<file path="src/rtl/he_bus_pkg.sv">
`default_nettype none

package he_bus_pkg;

   localparam int ADDR_WIDTH = 32;
   localparam int DATA_WIDTH = 32;
   localparam int STRB_WIDTH = DATA_WIDTH / 8;

   localparam logic [1:0] RESP_OKAY   = 2'b00;
   localparam logic [1:0] RESP_SLVERR = 2'b10;

   ////////////////////
   // AXI4-Lite host channels
   // the address struct serves both AW and AR
   typedef struct packed {
      logic                  valid;
      logic [ADDR_WIDTH-1:0] addr;
   } axil_aw_s;

   typedef struct packed {
      logic                  valid;
      logic [DATA_WIDTH-1:0] data;
      logic [STRB_WIDTH-1:0] strb;
   } axil_w_s;

   typedef struct packed {
      logic                  valid;
      logic [DATA_WIDTH-1:0] data;
      logic [1:0]            resp;
   } axil_r_s;

   ////////////////////
   // memory side, one word per request
   typedef struct packed {
      logic                  write;
      logic [ADDR_WIDTH-1:0] addr;
      logic [DATA_WIDTH-1:0] wdata;
   } mem_req_s;

   typedef struct packed {
      logic [DATA_WIDTH-1:0] rdata;
   } mem_resp_s;

endpackage

`default_nettype wire

</file>
<file path="src/rtl/he_cfg_pkg.sv">
`default_nettype none

package he_cfg_pkg;
   import he_bus_pkg::*;

   // bank sizing, banks hold up to 2**MAX_LOG_N coefficients
   localparam int MAX_LOG_N = 8;
   localparam int MAX_N     = 1 << MAX_LOG_N;
   localparam int Q_WIDTH   = 30;
   localparam int LOG_N_W   = $clog2(MAX_LOG_N + 1);

   typedef logic [Q_WIDTH-1:0]    coeff_t;
   typedef logic [MAX_LOG_N-1:0]  idx_t;
   typedef logic [LOG_N_W-1:0]    log_n_t;
   typedef logic [ADDR_WIDTH-1:0] ptr_t;

   ////////////////////
   // register map, byte offsets within the CSR window
   typedef logic [7:0] csr_off_t;

   localparam csr_off_t CSR_CTRL   = 8'h00;
   localparam csr_off_t CSR_STATUS = 8'h04;
   localparam csr_off_t CSR_LOG_N  = 8'h08;
   localparam csr_off_t CSR_Q      = 8'h0C;
   localparam csr_off_t CSR_A_PTR  = 8'h10;
   localparam csr_off_t CSR_B_PTR  = 8'h14;
   localparam csr_off_t CSR_WB_PTR = 8'h18;

   typedef struct packed {
      log_n_t log_n;
      coeff_t q;
      logic   op_sub;
      ptr_t   a_ptr;
      ptr_t   b_ptr;
      ptr_t   wb_ptr;
   } he_cfg_s;

   typedef enum logic [2:0] {
      IDLE,
      LOAD_A,
      LOAD_B,
      COMPUTE,
      WRITE_BACK,
      DONE
   } seq_phase_e;

   // index of the last element, n - 1
   function automatic idx_t last_index(log_n_t log_n);
      logic [MAX_LOG_N:0] n;
      n = {{MAX_LOG_N{1'b0}}, 1'b1} << log_n;
      return idx_t'(n - 1'b1);
   endfunction

endpackage

`default_nettype wire

</file>
<file path="src/rtl/he_csr_axil.sv">
`timescale 1ns/1ps
`default_nettype none

module he_csr_axil
   import he_cfg_pkg::*;
   import he_bus_pkg::*;
(
   input  logic     clk_i,
   input  logic     reset_i,
   input  axil_aw_s s_aw_i,
   output logic     s_awready_o,
   input  axil_w_s  s_w_i,
   output logic     s_wready_o,
   output logic     s_bvalid_o,
   input  logic     s_bready_i,
   input  axil_aw_s s_ar_i,
   output logic     s_arready_o,
   output axil_r_s  s_r_o,
   input  logic     s_rready_i,
   input  logic     busy_i,
   input  logic     done_set_i,
   output he_cfg_s  cfg_o,
   output logic     start_o,
   output logic     done_o
);

   he_cfg_s               cfg_r;
   axil_r_s               r_r;
   logic                  done_r;
   logic                  start_r;
   logic                  bvalid_r;
   logic                  wr_fire;
   logic                  rd_fire;
   logic                  done_clr;
   logic [DATA_WIDTH:0]   wr_cur;
   logic [DATA_WIDTH:0]   rd_cur;
   logic [DATA_WIDTH-1:0] wr_mask;
   logic [DATA_WIDTH-1:0] wr_val;

   // top bit marks a mapped offset, unmapped reads give zero data
   function automatic logic [DATA_WIDTH:0] csr_read(csr_off_t off);
      case (off)
         CSR_CTRL:   return {1'b1, DATA_WIDTH'({cfg_r.op_sub, 1'b0})};
         CSR_STATUS: return {1'b1, DATA_WIDTH'({done_r, busy_i})};
         CSR_LOG_N:  return {1'b1, DATA_WIDTH'(cfg_r.log_n)};
         CSR_Q:      return {1'b1, DATA_WIDTH'(cfg_r.q)};
         CSR_A_PTR:  return {1'b1, cfg_r.a_ptr};
         CSR_B_PTR:  return {1'b1, cfg_r.b_ptr};
         CSR_WB_PTR: return {1'b1, cfg_r.wb_ptr};
         default:    return '0;
      endcase
   endfunction

   always_comb
   begin
      wr_fire = s_aw_i.valid && s_w_i.valid && !bvalid_r;
      rd_fire = s_ar_i.valid && !r_r.valid;
      wr_cur  = csr_read(s_aw_i.addr[7:0]);
      rd_cur  = csr_read(s_ar_i.addr[7:0]);
      for (int i = 0; i < STRB_WIDTH; i++)
      begin
         wr_mask[i*8 +: 8] = {8{s_w_i.strb[i]}};
      end
      // byte lanes without a strobe keep their old contents
      wr_val   = (wr_cur[DATA_WIDTH-1:0] & ~wr_mask) | (s_w_i.data & wr_mask);
      done_clr = wr_fire && (s_aw_i.addr[7:0] == CSR_STATUS)
                 && s_w_i.strb[0] && s_w_i.data[1];
   end

   always_ff @(posedge clk_i)
   begin
      if (reset_i)
      begin
         cfg_r    <= '0;
         r_r      <= '0;
         done_r   <= 1'b0;
         start_r  <= 1'b0;
         bvalid_r <= 1'b0;
      end
      else
      begin
         start_r <= 1'b0;
         if (wr_fire && wr_cur[DATA_WIDTH])
         begin
            case (s_aw_i.addr[7:0])
               CSR_CTRL:
               begin
                  cfg_r.op_sub <= wr_val[1];
                  // start only lands when the sequencer is free
                  start_r      <= wr_val[0] && !busy_i;
               end
               CSR_LOG_N:
                  cfg_r.log_n <= (wr_val > MAX_LOG_N) ? log_n_t'(MAX_LOG_N) : log_n_t'(wr_val);
               CSR_Q:      cfg_r.q      <= coeff_t'(wr_val);
               CSR_A_PTR:  cfg_r.a_ptr  <= wr_val;
               CSR_B_PTR:  cfg_r.b_ptr  <= wr_val;
               CSR_WB_PTR: cfg_r.wb_ptr <= wr_val;
               default:    ;
            endcase
         end

         // sticky done, a finishing run wins over a clear in the same cycle
         if (done_set_i)
            done_r <= 1'b1;
         else if (done_clr || start_r)
            done_r <= 1'b0;

         if (wr_fire)
            bvalid_r <= 1'b1;
         else if (s_bready_i)
            bvalid_r <= 1'b0;

         if (rd_fire)
         begin
            r_r.valid <= 1'b1;
            r_r.data  <= rd_cur[DATA_WIDTH-1:0];
            r_r.resp  <= rd_cur[DATA_WIDTH] ? RESP_OKAY : RESP_SLVERR;
         end
         else if (s_rready_i)
            r_r.valid <= 1'b0;
      end
   end

   assign s_awready_o = wr_fire;
   assign s_wready_o  = wr_fire;
   assign s_bvalid_o  = bvalid_r;
   assign s_arready_o = !r_r.valid;
   assign s_r_o       = r_r;
   assign cfg_o       = cfg_r;
   assign start_o     = start_r;
   assign done_o      = done_r;

   a_bvalid_after_write: assert property (@(posedge clk_i) disable iff (reset_i)
      $rose(bvalid_r) |-> $past(wr_fire));

endmodule

`default_nettype wire

</file>
<file path="config.mk">
export PLATFORM = sky130hd
export DESIGN_NAME = he_csr_axil
export DESIGN_NICKNAME = d
export VERILOG_FILES = /design/src/rtl/he_bus_pkg.sv /design/src/rtl/he_cfg_pkg.sv /design/src/rtl/he_csr_axil.sv
export SDC_FILE = /design/constraint.sdc
export NUM_CORES = 1
export LEC_CHECK = 0
export ABC_CLOCK_PERIOD_IN_PS = 2400
export BUFFER_PORTS_ARGS = -buffer_cell sky130_fd_sc_hd__buf_4
export CAP_MARGIN = 20
export CORE_MARGIN = 2
export CORE_UTILIZATION = 40
export DETAILED_ROUTE_END_ITERATION = 10
export GPL_TIMING_DRIVEN = 0
export PLACE_DENSITY = 0.65
export SETUP_SLACK_MARGIN = 0.3
export SLEW_MARGIN = 30
export SYNTH_ARGS = -nofsm -noshare
export SYNTH_HDL_FRONTEND = slang
export SYNTH_SLANG_ARGS = --single-unit
</file>
<file path="constraint.sdc">
create_clock -name clk_i -period 2.4 [get_ports clk_i]
set_clock_uncertainty 0.1 [all_clocks]
set_input_delay 0.24 -clock clk_i [delete_from_list [all_inputs] [get_ports clk_i]]
set_output_delay 0.24 -clock clk_i [all_outputs]
set_load 0.05 [all_outputs]
</file>
=== Yosys cells after proc, flatten, opt, wreduce, memory -nomap -nowiden ===
Cells that the tools add are included.

* Output and inout port bits: 172
* Flip-flop bits (word level): 169
* Input bits: 109
* Logic and storage cells: 65

* Bitwise logic cells: 6
* Reductions and logical operators: 24
* $lt $le $gt $ge: 1
* Eq/ne operators: 12
* Multiplexer cells: 10

{| class="wikitable"
|+ Operator list
! cell !! count
|-
| $pmux W33 S7 || 2
|-
| $and A32 B32 Y32 || 2
|-
| $eq A8 B5 Y1 const B || 6
|-
| $eq A8 B4 Y1 const B || 4
|-
| $gt A32 B4 Y1 const B || 1
|-
| $not A32 Y32 || 1
|-
| $or A32 B32 Y32 || 1
|-
| $eq A8 B3 Y1 const B || 2
|-
| $logic_not A8 Y1 || 2
|-
| $reduce_and A2 Y1 || 6
|-
| $logic_and A1 B1 Y1 || 8
|-
| $mux W1 || 6
|-
| $reduce_bool A2 Y1 || 3
|-
| $mux W4 || 1
|-
| $logic_not A1 Y1 || 3
|-
| $reduce_or A3 Y1 || 1
|-
| $mux W2 || 1
|-
| $not A1 Y1 || 2
|-
| $logic_or A1 B1 Y1 || 1
|}

=== Depth between registers and ports, before layout ===
* Word-level depth: 8
* Gate-level depth with buffers: 10
* Mapped depth without buffers: 8

=== Worst setup path before layout ===
No wires, ideal clock.

* Path type: register -> register
* Start: reg bvalid_r (netlist: s_bvalid_o)
* End: reg cfg_r, in the netlist cfg_o[82]
* Stages on the path, launching flop included: 8
* Slack: -0.145 ns
* Clock period less this slack: 2.545 ns
* Required time: 2.219 ns
* Path buffers: 1
* Arrival: 2.364 ns
* Library setup time: 0.081 ns
* Path through: dfxtp_1 > nand3b_1 > inv_1 > nand3_1 > nor4_4 > buf_6 > nor2_1 > a211oi_2

* Longest elaborated chain between the ends: 4

{| class="wikitable"
|+ Ends and longest elaborated chain
! element !! RTL line !! source
|-
| start, declared || he_csr_axil.sv:31 || <nowiki>logic bvalid_r;</nowiki>
|-
| start signal, assigned || he_csr_axil.sv:78 || <nowiki>bvalid_r <= 1'b0;</nowiki>
|-
| start signal, assigned || he_csr_axil.sv:109 || <nowiki>bvalid_r <= 1'b1;</nowiki>
|-
| start signal, assigned || he_csr_axil.sv:111 || <nowiki>bvalid_r <= 1'b0;</nowiki>
|-
| $logic_not A1 Y1 || he_csr_axil.sv:56 || <nowiki>wr_fire = s_aw_i.valid && s_w_i.valid && !bvalid_r;</nowiki>
|-
| $logic_and A1 B1 Y1 || he_csr_axil.sv:56 ||
|-
| named net s_awready_o || he_csr_axil.sv:11 || <nowiki>output logic s_awready_o,</nowiki>
|-
| $logic_and A1 B1 Y1 || he_csr_axil.sv:83 || <nowiki>if (wr_fire && wr_cur[DATA_WIDTH])</nowiki>
|-
| $reduce_and A2 Y1 (no line) || n/a ||
|-
| end, declared || he_csr_axil.sv:27 || <nowiki>he_cfg_s cfg_r;</nowiki>
|}

The timed path passes the listed nets, and every way through them passes these cells.
A chain may end at the register's enable or synchronous reset.

=== Final worst setup path ===
* Start: in s_aw_i[5] (netlist name)
* End: reg cfg_r, in the netlist cfg_o[128]

* Longest elaborated chain between the ends: 6
* Elaborated cells between the ends (all ways): 14
* Classes of those cells: order compare (1); eq/ne (6); mux (2); bitwise (2); reduce/logical (3)

{| class="wikitable"
|+ Ends and longest elaborated chain
! element !! RTL line !! source
|-
| start, declared || he_csr_axil.sv:10 || <nowiki>input axil_aw_s s_aw_i,</nowiki>
|-
| $eq A8 B5 Y1 (tied with other cells) || he_csr_axil.sv:42 || <nowiki>case (off)</nowiki>
|-
| $pmux W33 S7 || he_csr_axil.sv:42 ||
|-
| $and A32 B32 Y32 || he_csr_axil.sv:65 || <nowiki>wr_val = (wr_cur[DATA_WIDTH-1:0] & ~wr_mask) | (s_w_i.data & wr_mask);</nowiki>
|-
| $or A32 B32 Y32 || he_csr_axil.sv:65 ||
|-
| $gt A32 B4 Y1 || he_csr_axil.sv:93 || <nowiki>cfg_r.log_n <= (wr_val > MAX_LOG_N) ? log_n_t'(MAX_LOG_N) : log_n_t'(wr_val);</nowiki>
|-
| $mux W4 || he_csr_axil.sv:93 ||
|}

Parallel ways exist; a longest one is shown, timed or not.

==> flow_summary.ini <==
[status]
outcome = finished with violations
violations = hold timing

[yosys]
synth_area_per_cell_um2 = 8.475
synth-warning-count = 0
syn-num-nets = 1142
synth_ff_type = dfxtp_1
synthTopCellsByCount = 173 x nor2_1, 168 x dfxtp_1, 100 x nand2_1
synth_top_cell_area_share_pct = 38.42
ys_seq_area_share_pct = 38.42
yosysUniqueCellTypes = 74
synth_top_area_cell = dfxtp_1
synth_most_common_cell = nor2_1
synth.area.top_cells = dfxtp_1 38%, nor2_1 7.4%, mux2i_1 7.0%
syn_area_um2 = 8755
ys_ff_latch = 168
async_flop_share_pct = 0
synth-edff-count = 0
syn_inst = 1033

[drt]
firstDrtPassIters = 6
drt-total-wl_um = 40190
post_drt_wl_per_cell_um = 24.87
drtIter0Drc = 1331
vias = 9881
final_antenna_net_count = 0
via_per_inst = 6.114
drcViolationCount = 0

[setup_path]
worst_setup_path_start_kind = input port
cp_slowest_cell = or4b_4
crit_chain = buf_4 > or4b_4 > buf_6 > nor4_1 > a211o_1 > a22oi_2 > and4b_2 > nand4b_1 > o21ai_1
critical_path_class = in -> reg
end_kind = flip-flop
slowest_delay_ns = 0.62
worstPathArrival_ns = 2.32
critPathMaxFanout = 10
cp.required_ns = 2.63

[global_route]
grt_overflow_total = 0
track_usage_pct = 33.45
grt_max_degree = 17
grt_pass1_wl_um = 58820
antenna_found_initial = 0
grt_pass1_vias = 9186

[die]
rows = 54
start_util_pct = 40.49
die_h_um = 151.9
io_pins = 281
core-area_um2 = 21620
die-area_um2 = 23090
die_w_um = 151.9

[sta]
setup_violations = 0
fin_crit_sh_pct = 87.06
worst_hold_slack_ns = -0.008394
report.final.slew_viol_count = 0
period_needed_ns = 2.090
max_freq_mhz = 478.6
tightest_slew_ns = 0.9314
relSlewSlack_pct = 37.90
rsz0062_at_grt = true
hold_violations = 1

[clocking]
clk_pin_slew_ns = 0.06
insertion_delay_ns = 0.44
htreeDepth = 4
cts_tree = done
clockBufferDepth = 2
cts_made_buffers = 17
cts_root_buffer = clkbuf_16
clock-sinks = 168

[worst_hold_path]
hold_path.class = in -> reg

[final_layout]
finish.utilization_pct = 56.15
final_layout_size_suffix_gt1_share_pct = 33.31
final_net_count = 1432
area_growth_pct = 38.67
antenna_cells = 0

[job]
maxCapViolCount = 0

[power]
p_seq_share_pct = 44.3
p_leak_nw = 4.628
clock_power_share_pct = 44.7
p_int_mw = 4.626
power.density_nw_per_um2 = 520.3
switching_share_pct = 26.77
peakVddDrop_mv = 0.4969
power_switching_mw = 1.691
power_frac_comb_pct = 11.0

[placed_design]
place.detailed.hpwl_um = 29540
port_buffers = 227
gp_congestion = 0.9727
flip-flops by register name, summed over array words and instances (netlist names):
name,count
cfg_o,131
done_o,1
s_bvalid_o,1
s_r_o,34
start_o,1
path summary, 6_finish.rpt:
path                                              from  slack [ns]                      end  cells after the start
worst min-delay path                        s_ar_i[32]      -0.008   s_r_o[34]$_SDFFE_PP0P_                      3
worst max register to register  cfg_o[67]$_SDFFE_PP0P_        0.34  cfg_o[127]$_SDFFE_PP0P_                      8
worst min register to register   s_r_o[2]$_SDFFE_PP0P_        0.37    s_r_o[2]$_SDFFE_PP0P_                      2
worst max-delay path                         s_aw_i[5]        0.31  cfg_o[128]$_SDFFE_PP0P_                      9
power groups by stage:
| stage | logic (mW) | registers (mW) | clock network, mW |
|---|---|---|---|
| after floorplan | 0.299 | 2.88 | 0 |
| after global placement | 0.585 | 2.86 | 0 |
| after detailed placement | 0.589 | 2.86 | 0 |
| after CTS | 0.621 | 2.80 | 2.80 |
| after global routing | 0.708 | 2.80 | 2.92 |
| final | 0.692 | 2.80 | 2.83 |
cell usage in the layout (no fill, tap or decap), drive strengths merged, types with 5 or more instances in the layout:
| cell | synthesis | layout |
|---|---|---|
| nand3 | 9 | 9 |
| a21oi | 53 | 53 |
| clkinv | 0 | 5 |
| o21ai | 60 | 60 |
| inv | 9 | 8 |
| mux2 | 7 | 7 |
| a22oi | 44 | 44 |
| and2 | 6 | 6 |
| a221oi | 9 | 9 |
| a22o | 30 | 30 |
| nor2 | 175 | 175 |
| nand2 | 101 | 101 |
| nor4 | 7 | 7 |
| nor2b | 7 | 7 |
| dfxtp | 168 | 168 |
| mux2i | 62 | 62 |
| buf | 42 | 304 |
| clkbuf | 49 | 77 |
| o2bb2ai | 11 | 11 |
| a32oi | 5 | 5 |
| nor3 | 19 | 19 |
| a211oi | 100 | 100 |
layout make-up:
| type | count | area (um2) |
|---|---|---|
| fill | 2060 | 9480 |
| multi-input combinational | 765 | 5150 |
| sequential | 168 | 3372 |
| timing repair buffer | 271 | 2061 |
| buffer | 91 | 581.8 |
| clock buffer | 23 | 467.9 |
| tap | 280 | 350.3 |
| clock inverter | 9 | 116.4 |
| inverter | 9 | 41.29 |
what timing repair did:
action	4_1_cts	5_1_grt
gates resized for setup	41	58
setup buffers	11	29
hold buffers	4	0
pin swaps	8	20
setup endpoints to repair	158	68
hold endpoints to repair	4	0
per-layer routing:
metal	wire length, um	part of all wire (%)	GRT usage (%)	vias up
met3	4384	11	6.332	144
li1	-	-	-	4381
met5	0	0	0	-
met1	16160	40	45.29	4658
met2	17620	44	51.82	698
met4	2015	5.0	15.22	0
metrics by stage:
stage               area [um2]  instances  total power, mW  setup TNS [ns]  setup WS (ns)
finish                   12140       1616            6.317               0         0.3105
global route             12140       1616            6.428               0         0.2544
CTS                      11720       1587            6.217               0         0.2563
detailed placement       10870       1540            3.451          -56.20        -0.9033
global placement         10860       1540            3.447          -83.02        -0.9019
floorplan                 8807       1033            3.181               0         0.1253
critical path, delay by kind of cell:
family,cells,cell delay (ns)
and+or+nand+nor,4,1.34
AOI/OAI and AO/OA,3,0.40
buffers and inverters,2,0.33
logic make-up (layout without fill, tap and decap cells):
kind of cell	count (synthesis)	in the layout	synth area share, %
mux	70	70	8.389
other cells	1	1	0.04283
buf+inv	100	403	5.731
compound gates	337	337	28.64
flops	168	168	38.42
simple gates	357	357	18.78
(Power assumes the default switching activity.)
