$ cat config.mk
export PLATFORM = sky130hd
export DESIGN_NAME = he_seq_fsm
export DESIGN_NICKNAME = d
export VERILOG_FILES = /design/src/rtl/he_bus_pkg.sv /design/src/rtl/he_cfg_pkg.sv /design/src/rtl/he_seq_fsm.sv
export SDC_FILE = /design/constraint.sdc
export NUM_CORES = 1
export LEC_CHECK = 0
export BUFFER_PORTS_ARGS = -buffer_cell sky130_fd_sc_hd__buf_2
export CORE_AREA = 4 4 66 68
export CTS_BUF_LIST = sky130_fd_sc_hd__clkbuf_4 sky130_fd_sc_hd__clkbuf_8
export CTS_CLUSTER_DIAMETER = 30
export CTS_CLUSTER_SIZE = 8
export DETAILED_ROUTE_END_ITERATION = 10
export DIE_AREA = 0 0 70 72
export HOLD_SLACK_MARGIN = 0.03
export PLACE_DENSITY = 0.8
export SLEW_MARGIN = 20
export SYNTH_ARGS = -nofsm -noshare
export SYNTH_HDL_FRONTEND = slang
export SYNTH_SLANG_ARGS = --single-unit
$ cat constraint.sdc
create_clock -name clk_i -period 2.8 [get_ports clk_i]
set_clock_uncertainty 0.2 [all_clocks]
set_input_delay 0.14 -clock clk_i [delete_from_list [all_inputs] [get_ports clk_i]]
set_output_delay 0.14 -clock clk_i [all_outputs]
set_load 0.005 [all_outputs]
$ cat src/rtl/he_bus_pkg.sv
`default_nettype none

package he_bus_pkg;

   localparam int ADDR_WIDTH = 32;
   localparam int DATA_WIDTH = 32;
   localparam int STRB_WIDTH = DATA_WIDTH / 8;

   localparam logic [1:0] RESP_OKAY   = 2'b00;
   localparam logic [1:0] RESP_SLVERR = 2'b10;

   ////////////////////
   // AXI4-Lite host channels
   // the address struct serves both AW and AR
   typedef struct packed {
      logic                  valid;
      logic [ADDR_WIDTH-1:0] addr;
   } axil_aw_s;

   typedef struct packed {
      logic                  valid;
      logic [DATA_WIDTH-1:0] data;
      logic [STRB_WIDTH-1:0] strb;
   } axil_w_s;

   typedef struct packed {
      logic                  valid;
      logic [DATA_WIDTH-1:0] data;
      logic [1:0]            resp;
   } axil_r_s;

   ////////////////////
   // memory side, one word per request
   typedef struct packed {
      logic                  write;
      logic [ADDR_WIDTH-1:0] addr;
      logic [DATA_WIDTH-1:0] wdata;
   } mem_req_s;

   typedef struct packed {
      logic [DATA_WIDTH-1:0] rdata;
   } mem_resp_s;

endpackage

`default_nettype wire

$ cat src/rtl/he_cfg_pkg.sv
`default_nettype none

package he_cfg_pkg;
   import he_bus_pkg::*;

   // bank sizing, banks hold up to 2**MAX_LOG_N coefficients
   localparam int MAX_LOG_N = 8;
   localparam int MAX_N     = 1 << MAX_LOG_N;
   localparam int Q_WIDTH   = 30;
   localparam int LOG_N_W   = $clog2(MAX_LOG_N + 1);

   typedef logic [Q_WIDTH-1:0]    coeff_t;
   typedef logic [MAX_LOG_N-1:0]  idx_t;
   typedef logic [LOG_N_W-1:0]    log_n_t;
   typedef logic [ADDR_WIDTH-1:0] ptr_t;

   ////////////////////
   // register map, byte offsets within the CSR window
   typedef logic [7:0] csr_off_t;

   localparam csr_off_t CSR_CTRL   = 8'h00;
   localparam csr_off_t CSR_STATUS = 8'h04;
   localparam csr_off_t CSR_LOG_N  = 8'h08;
   localparam csr_off_t CSR_Q      = 8'h0C;
   localparam csr_off_t CSR_A_PTR  = 8'h10;
   localparam csr_off_t CSR_B_PTR  = 8'h14;
   localparam csr_off_t CSR_WB_PTR = 8'h18;

   typedef struct packed {
      log_n_t log_n;
      coeff_t q;
      logic   op_sub;
      ptr_t   a_ptr;
      ptr_t   b_ptr;
      ptr_t   wb_ptr;
   } he_cfg_s;

   typedef enum logic [2:0] {
      IDLE,
      LOAD_A,
      LOAD_B,
      COMPUTE,
      WRITE_BACK,
      DONE
   } seq_phase_e;

   // index of the last element, n - 1
   function automatic idx_t last_index(log_n_t log_n);
      logic [MAX_LOG_N:0] n;
      n = {{MAX_LOG_N{1'b0}}, 1'b1} << log_n;
      return idx_t'(n - 1'b1);
   endfunction

endpackage

`default_nettype wire

$ cat src/rtl/he_seq_fsm.sv
`timescale 1ns/1ps
`default_nettype none

module he_seq_fsm
   import he_cfg_pkg::*;
(
   input  logic    clk_i,
   input  logic    reset_i,
   input  logic    start_i,
   input  he_cfg_s cfg_i,
   input  logic    done_i,
   output logic    dma_start_o,
   output ptr_t    dma_base_o,
   output logic    dma_write_o,
   input  logic    dma_done_i,
   output logic    alu_start_o,
   input  logic    alu_done_i,
   output logic    load_sel_b_o,
   output logic    busy_o,
   output logic    done_set_o,
   output logic    irq_o
);

   seq_phase_e phase_r;
   seq_phase_e phase_n;
   logic       dma_start_r;
   logic       alu_start_r;

   always_comb
   begin
      phase_n = phase_r;
      case (phase_r)
         IDLE:       if (start_i) phase_n = LOAD_A;
         LOAD_A:     if (dma_done_i) phase_n = LOAD_B;
         LOAD_B:     if (dma_done_i) phase_n = COMPUTE;
         COMPUTE:    if (alu_done_i) phase_n = WRITE_BACK;
         WRITE_BACK: if (dma_done_i) phase_n = DONE;
         DONE:
         begin
            // stay here, irq up, until the host clears done or starts again
            if (start_i)
               phase_n = LOAD_A;
            else if (!done_i)
               phase_n = IDLE;
         end
         default:    phase_n = IDLE;
      endcase
   end

   always_ff @(posedge clk_i)
   begin
      if (reset_i)
      begin
         phase_r     <= IDLE;
         dma_start_r <= 1'b0;
         alu_start_r <= 1'b0;
      end
      else
      begin
         phase_r     <= phase_n;
         dma_start_r <= (phase_n != phase_r) && (phase_n inside {LOAD_A, LOAD_B, WRITE_BACK});
         alu_start_r <= (phase_n != phase_r) && (phase_n == COMPUTE);
      end
   end

   // pointer for whichever DMA pass is running
   always_comb
   begin
      case (phase_r)
         LOAD_A:  dma_base_o = cfg_i.a_ptr;
         LOAD_B:  dma_base_o = cfg_i.b_ptr;
         default: dma_base_o = cfg_i.wb_ptr;
      endcase
   end

   assign dma_start_o  = dma_start_r;
   assign alu_start_o  = alu_start_r;
   assign dma_write_o  = (phase_r == WRITE_BACK);
   assign load_sel_b_o = (phase_r == LOAD_B);
   assign busy_o       = !(phase_r inside {IDLE, DONE});
   assign done_set_o   = (phase_r == WRITE_BACK) && dma_done_i;
   assign irq_o        = (phase_r == DONE);

endmodule

`default_nettype wire

Word level (Yosys, flattened, before mapping). Index checks and enable logic that the tools add are counted.

Eq/ne operators: 10. Reduce and logical (&&, ||, !) cells: 7. Mux-type cells: 9.

Operators with widths (number): 32-bit one-hot mux with 2 select lines (1); 3-bit 2-to-1 mux (7); 3-bit one-hot mux with 6 select lines (1); 3-bit by 2-bit == test with 1-bit output, second input constant (4); 3-bit == test, second input constant (3); 3-bit by 1-bit == test with 1-bit output, second input constant (2); 1-bit logical AND (3); 3-bit logical NOT (1); 3-bit != test (1); 3-bit nonzero test (1); 2-bit nonzero test (1); 1-bit logical NOT (1).

Bits of input ports: 137. Bits in registers: 5. Logic and storage cells: 29.

Logic depth before layout (Yosys ltp). Gate-level depths: netlist of the first run.

Word-level depth: 6. Depth in mapped cells: 5. Mapped depth without buffers: 3.

Worst setup path before layout of the first run. Ideal clock, no wire load.

Path kind: reg-to-output. From: register phase_r[2]. To: output port dma_base_o[10]. Slack: 1.057 ns. Arrival time: 1.403 ns. Cell stages (with the launch flop): 6. Path through: dfxtp_1 -> buf_2 -> or3b_4 -> buf_6 -> and3_1 -> a221o_1.

Longest elaborated chain between the ends: 2. Elaborated cells between the ends (all ways): 3. Those cells by class: eq/ne: 2; mux: 1.

RTL lines: start: declaration (RTL line he_seq_fsm.sv:24) `seq_phase_e phase_r;`; start signal: assignment (RTL line he_seq_fsm.sv:60) `phase_r <= phase_n;`; 3-bit by 2-bit == test with 1-bit output or 3-bit by 1-bit == test with 1-bit output (tied branches) (RTL line he_seq_fsm.sv:69) `case (phase_r)`; 32-bit one-hot mux with 2 select lines * (RTL line he_seq_fsm.sv:69); end: declaration (RTL line he_seq_fsm.sv:13) `output ptr_t dma_base_o,`.

Mark *: on every way between the ends. The rest lies on a longest branch, timed or not.

Worst setup path after layout of the first run.
From: register phase_r[1]. To: output port dma_base_o[7].

Same word-level chain as after synthesis.

==> qor.txt, run 1 <==
Tcrit/Tclk final: 93.1%
WL/cell: 14.3 µm
Routed wire length: 4350 µm
Syn Inst Count: 121
Largest net degree at the start of global routing: 34
Register area share after synthesis: 10.6%
Post-synth EDFFs: 0
Slew @ Worst Pin: 835 ps
Cell Area, Synth: 948 µm²
Worst path arrival time: 2270 ps
Outcome: finished, final reports clean
Die area: 5040 µm²
Ys async rst share: 0%
FMAX: 0.384 GHz
Largest delay share family, worst path: buffers and inverters
Clock slew at reported path FFs: 30 ps
Setup CP Type: reg -> out
Vias in the first global route: 1503
Min Hold Slack: 59.2 ps
# rows: 23
YS warnings: 0
Final instance area: 1730 µm²
Slew HR: 44.3%
Hold Fails Final Rpt: 0
First-pass GRT wire length: 6630 µm
Clock root buffer: clkbuf_8
Peak supply drop: 0.000396 V
Sum of buffers and inverters on the critical path: 3
Total power: 0.580 mW
Leakage power: 1.02 nW
Post-synth top flop: dfxtp_1
Resized Gates After CTS: 0
PwrDens: 336 nW/µm²
Hold Path Class: in -> reg
Worst-Skew Late Latency: 210 ps
Top cells by count, synth: and3_1, a221o_1, buf_2, clkbuf_1, nor2b_1
IO buf count: 140
Seq cells post-synth: 5
Final Max Slew Viols: 0
Share of the synthesized area in the top cell type: 33.8%
Layout Utilization: 44.8%
CP Max Fanout: 33
Minimum clock period: 2610 ps
# setup viols final: 0
Final cell count without fillers: 304
Die Wd: 70 µm
Clock sinks: 5
CP Data Required Time: 2460 ps
Slowest-stage cell, CP: dfxtp_1
Syn Area/Cell: 7.84 µm²
Cell accounting for the most synthesized area: a221o_1
Hpwl dp: 3390 µm
Cells along the critical path: or3b_4, inv_1, buf_12, a221o_1, buf_2
Gr ovfl total: 0
Core ar.: 3860 µm²
CTS tree: done
Syn-to-layout area delta: 82.2%
Layout cell share with drive strength beyond 1: 59.1%
Pre-CTS setup slack: 448 ps
H-Tree Depth: 1
Syn nets: 258
Synth top area cells: a221o_1, and3_1, dfxtp_1, nor2b_1, buf_6
Vias: 1582
Drt initial violations: 83
Critical path's largest stage delay: 590 ps
Drt first pass iters: 4
DR DRC count: 0
Die height: 72 µm
Gpl congestion: 0.765
Critical Path End Type: output pin
Total GRT Usage: 15.4%
Initial core utilization: 24.6%
Max-cap viol count: 0
Initial antenna violation count: 0
Final setup TNS: 0 ps
ANT cells: 0
Via-per-instance ratio: 5.20
Final-stage net count: 392
Final WS setup: 193 ps
CTS Buffer Depth: 2
Placed cell area: 1660 µm²
Number of CTS-inserted buffers: 3
Count leader, synth: and3_1
IO Pins: 176
Remaining antenna violation count after routing: 0
Placed insts: 298
Critical Path Source Type: flop
RSZ-0062 raised after global routing: no
Synth cell types: 28
## state kept, by name, summed over array words and instances, names as in the netlist
name	cells
alu_start_o	1
dma_start_o	1
phase_r	3
## cell type report
| class | instances | area, µm² |
|---|---|---|
| Timing Repair Buffer | 144 | 748 |
| Fill cell | 396 | 2130 |
| Tap cell | 50 | 62.6 |
| Inverter | 3 | 11.3 |
| Multi-Input combinational cell | 98 | 757 |
| Clock buffer | 4 | 48.8 |
| Sequential cell | 5 | 100 |
## tightest hold or removal path, cell delays in order
cell and delay, ps:
buf_2 140, nand2b_1 70, a221oi_1 60
## cell families after synthesis
kind of cell	after synthesis	synth area share, %
buffers and inverters	18	10.3
muxes	1	1.19
and+or+nand+nor	54	36.3
AOI/OAI and AO/OA	43	41.7
DFF	5	10.6
## final timing paths
path,startpoint,endpoint,slack [ps],cells past startpoint
hold reg to reg,phase_r[1]$_SDFF_PP0_,phase_r[2]$_SDFF_PP0_,470,2
setup / recovery,phase_r[1]$_SDFF_PP0_,dma_base_o[7],190,5
setup reg to reg,phase_r[2]$_SDFF_PP0_,dma_start_o$_SDFF_PP0_,1130,3
hold / removal,dma_done_i,alu_start_o$_SDFF_PP0_,60,3
## routing by layer
metal | global-route usage [%] | vias to the layer above | share of wire (%)
met2 | 30.1 | 95 | 53
met1 | 16.3 | 711 | 34
met5 | 0 | - | 0
li1 | - | 770 | -
met3 | 4.99 | 6 | 12
met4 | 2.34 | 0 | 0.55
## where the power goes
group,internal [mW],total (mW),switching [mW]
combinational,0.205,0.356,0.152
clock,0.107,0.138,0.0306
sequential,0.0768,0.0860,0.00921
total,0.388,0.580,0.192
## placed cells by master, fill, tap and decap left out, drive strengths merged
cell         instances
a2111o               1
a21boi               2
a21oi                2
a221o               32
a221oi               1
a31oi                1
a32oi                1
and2                 2
and3                33
and3b                1
buf                142
clkbuf               4
dfxtp                5
dlygate4sd3          2
inv                  3
mux2                 1
nand2                1
nand2b               1
nand3                1
nor2                 3
nor2b                6
nor3                 1
o21ai                3
or2                  1
or3                  1
or3b                 2
or4b                 1
## repair_timing
action	CTS	global route
hold endpoints to repair	2	0
setup buffers	0	0
hold buffers	2	0
Power figures use the tool's default switching activity.
==> run 2, diff against run 1 <==
--- a/config.mk
+++ b/config.mk
@@ -5,15 +5,16 @@
 export SDC_FILE = /design/constraint.sdc
 export NUM_CORES = 1
 export LEC_CHECK = 0
+export ABC_AREA = 1
 export BUFFER_PORTS_ARGS = -buffer_cell sky130_fd_sc_hd__buf_2
-export CORE_AREA = 4 4 66 68
+export CORE_AREA = 4 4 65 67
 export CTS_BUF_LIST = sky130_fd_sc_hd__clkbuf_4 sky130_fd_sc_hd__clkbuf_8
 export CTS_CLUSTER_DIAMETER = 30
 export CTS_CLUSTER_SIZE = 8
 export DETAILED_ROUTE_END_ITERATION = 10
-export DIE_AREA = 0 0 70 72
+export DIE_AREA = 0 0 69 71
 export HOLD_SLACK_MARGIN = 0.03
-export PLACE_DENSITY = 0.8
+export PLACE_DENSITY = 0.84
 export SLEW_MARGIN = 20
 export SYNTH_ARGS = -nofsm -noshare
 export SYNTH_HDL_FRONTEND = slang
==> run 2 against run 1 <==
Compared with the run above:
- clock-buffer cell count is the same
- sequential power grew 1%
- design area grew 3.3%
- final cell count grew 28%
- via count is 9.3% higher
- flip-flop and latch count stayed put
- register-to-register slack about the same
- critical path type unchanged
- largest cell class unchanged
==> qor.txt, run 2 <==
Register Area: 100 µm² (unchanged)
Hpwl dp: 3530 µm (+4.3%)
Internal power: 0.353 mW (-9.0%)
Layout cell share with drive strength beyond 1: 47.5% (-12 points)
Largest net degree at the start of global routing: 33 (-2.9%)
Syn Inst Count: 204 (+69%)
Slew @ Worst Pin: 529 ps (-307 ps)
First-pass GRT wire length: 7470 µm (+13%)
Outcome: finished, final reports clean
CP Max Fanout: 32 (-3.0%)
Vias: 1729 (+9.3%)
Final setup TNS: 0 ps (unchanged)
PwrDens: 329 nW/µm² (-2.0%)
Critical Path Source Type: flop
Remaining antenna violation count after routing: 0 (unchanged)
Final cell count without fillers: 389 (+28%)
Share of the synthesized area in the top cell type: 40.7% (+6.9 points)
Total power: 0.587 mW (+1.2%)
Critical R2R Launch: phase_r[0]$_SDFF_PP0_
Final WS setup: 598 ps (+405 ps)
Synth top area cells: nand2_1, nand3_1, dfxtp_1, buf_4, nor2_4
Min-delay src: dma_done_i
Seq cells post-synth: 5 (unchanged)
Ys async rst share: 0% (unchanged)
CTS tree: done
Die height: 71 µm (-1.4%)
Routed wire length: 4310 µm (-0.85%)
Peak supply drop: 0.000373 V (-5.6%)
Critical R2R Capture: dma_start_o$_SDFF_PP0_
Count leader, synth: nand2_1
Top cells by count, synth: nand2_1, nand3_1, inv_1, nor2_1
Clock slew at reported path FFs: 30 ps (about the same)
Max-cap viol count: 0 (unchanged)
Leakage power: 1.09 nW (+7.3%)
Hold Path Sink: alu_start_o$_SDFF_PP0_
Die area: 4900 µm² (-2.8%)
Placed insts: 384 (+29%)
Final-stage net count: 479 (+22%)
Area of the multi-input gates: 798 µm² (+5.5%)
Cell accounting for the most synthesized area: nand2_1
Combinational share of power: 60.1% (-1.4 points)
Final Max Slew Viols: 0 (unchanged)
R2R setup slack: 1120 ps (about the same)
Pre-CTS setup slack: 827 ps (+379 ps)
Syn nets: 341 (+32%)
Resized Gates After CTS: 0 (unchanged)
WL/cell: 11.1 µm (-23%)
Initial core utilization: 27.7% (+3.1 points)
Initial antenna violation count: 0 (unchanged)
Worst path arrival time: 1860 ps (-410 ps)
Max FFs per register: 3 (unchanged)
Number of CTS-inserted buffers: 3 (unchanged)
Drt first pass iters: 4 (unchanged)
Slew HR: 64.7% (+20 points)
ANT cells: 0 (unchanged)
Net Sw Frac: 39.8% (+6.7 points)
Worst-Skew Late Latency: 230 ps (+20 ps)
Worst Reg-to-Reg Cells: 9 (+6)
# setup viols final: 0 (unchanged)
H-Tree Depth: 1 (unchanged)
Hold Fails Final Rpt: 0 (unchanged)
Sequential share of power: 14.8% (about the same)
Cell Area, Synth: 1010 µm² (+6.1%)
Cell count of the worst hold path: 3 (unchanged)
Via-per-instance ratio: 4.44 (-15%)
Syn Area/Cell: 4.93 µm² (-37%)
Filler Cell Count: 393 (-0.76%)
Most frequent cells in the layout: buf_2, nand2_1, nand3_1
Post-synth EDFFs: 0 (unchanged)
Drt initial violations: 50 (-40%)
Clock sinks: 5 (unchanged)
DR DRC count: 0 (unchanged)
# rows: 22 (-4.3%)
Critical Path End Type: output pin
Gr ovfl total: 0 (unchanged)
RSZ-0062 raised after global routing: no
Post-synth top flop: dfxtp_1
Hold Path Class: in -> reg
YS warnings: 0 (unchanged)
Core ar.: 3630 µm² (-5.8%)
Clock root buffer: clkbuf_8
Setup CP Type: reg -> out
Die Wd: 69 µm (-1.4%)
Tcrit/Tclk final: 78.7% (-14 points)
CTS Buffer Depth: 2 (unchanged)
Vias in the first global route: 1692 (+13%)
Syn-to-layout area delta: 77.4%
IO buf count: 140 (unchanged)
FMAX: 0.454 GHz (+18%)
Minimum clock period: 2200 ps (-405 ps)
IO Pins: 176 (unchanged)
Layout Utilization: 49.1% (+4.3 points)
Most common cell after layout, fill and taps aside: buf_2
Register area share after synthesis: 9.95% (-0.60 points)
Total GRT Usage: 17.6% (+2.2 points)
Reg with most FFs: phase_r
CP Data Required Time: 2460 ps (about the same)
Clk network pwr share: 25.1% (+1.4 points)
Psw: 0.233 mW (+22%)
Synth cell types: 20 (-29%)
Gpl congestion: 0.852 (+11%)
-- run 2: changes by cell type in the layout (fill, tap and decap cells not counted), sizes merged, moves of 4 or more --
| cell | previous run | this run |
|---|---|---|
| a221o | 32 | 0 |
| and3 | 33 | 0 |
| inv | 3 | 11 |
| nand2 | 1 | 112 |
| nand3 | 1 | 40 |
| nand4 | 0 | 4 |
| nor2 | 3 | 15 |
| nor2b | 6 | 0 |
-- run 2: routing by layer --
| layer | routed length, µm | track usage, % | vias to the layer above | part of all wire [%] |
|---|---|---|---|---|
| met5 | 0 | 0 | - | 0 |
| met4 | 27 | 5.21 | 0 | 0.63 |
| met3 | 415 | 4.97 | 2 | 9.6 |
| met2 | 2210 | 32.2 | 79 | 51 |
| met1 | 1660 | 19.7 | 728 | 39 |
| li1 | - | - | 920 | - |
-- run 2: power groups by stage --
stage          logic (mW)  clock network [mW]  registers [mW]
2_1_floorplan       0.195                   0          0.0802
3_3_place_gp        0.351                   0          0.0880
3_5_place_dp        0.355                   0          0.0879
4_1_cts             0.357               0.151          0.0868
5_1_grt             0.404               0.159          0.0882
6_report            0.352               0.147          0.0870
-- run 2: kinds of logic after synthesis --
logic type | count (synthesis) | synth area share, %
AND/OR/NAND/NOR | 171 | 75.7
buffers and inverters | 22 | 10.7
AO/OA/AOI/OAI | 6 | 3.61
flip-flops | 5 | 9.95
-- run 2: worst max-delay path by stage --
stage | slack (ps) | startpoint | to
2_1_floorplan | 1330 | phase_r[0]$_SDFF_PP0_ | dma_base_o[10]
3_3_place_gp | 840 | phase_r[0]$_SDFF_PP0_ | dma_base_o[26]
3_5_place_dp | 830 | phase_r[2]$_SDFF_PP0_ | dma_base_o[26]
4_1_cts | 590 | phase_r[2]$_SDFF_PP0_ | dma_base_o[26]
5_1_grt | 380 | phase_r[1]$_SDFF_PP0_ | dma_base_o[26]
6_report | 600 | phase_r[2]$_SDFF_PP0_ | dma_base_o[26]
-- run 2: critical path, cell delays in order, from the launching register on --
cell and delay [ps]:
dfxtp_1 540, inv_4 120, nand2_1 120, o21ai_1 80
inv_2 410, nand2_1 150, nand3_1 100, buf_2 110
-- run 2: repair_timing --
action / 4_1_cts / 5_1_grt
hold buffers: 1 / 0
endpoints found under the hold margin: 5 / 0
setup endpoints to repair: 0 / 0
buffers inserted: 0 / 0
-- run 2: area by class of cell --
type | instances | share of cell area (%)
Sequential cell | 5 | 5.61
Clock buffer | 4 | 2.73
Timing Repair Buffer | 144 | 41.1
Multi-Input combinational cell | 177 | 44.7
Inverter | 11 | 2.45
Tap cell | 48 | 3.37
-- run 2: stage by stage --
| step | cell area, µm² | hold slack, ps |
|---|---|---|
| finish | 1780 | 36.3 |
| global route | 1780 | 51.1 |
| floorplan | 1010 | 9.07 |
| global placement | 1730 | 164 |
| CTS | 1780 | 34.4 |
| detailed placement | 1730 | 166 |
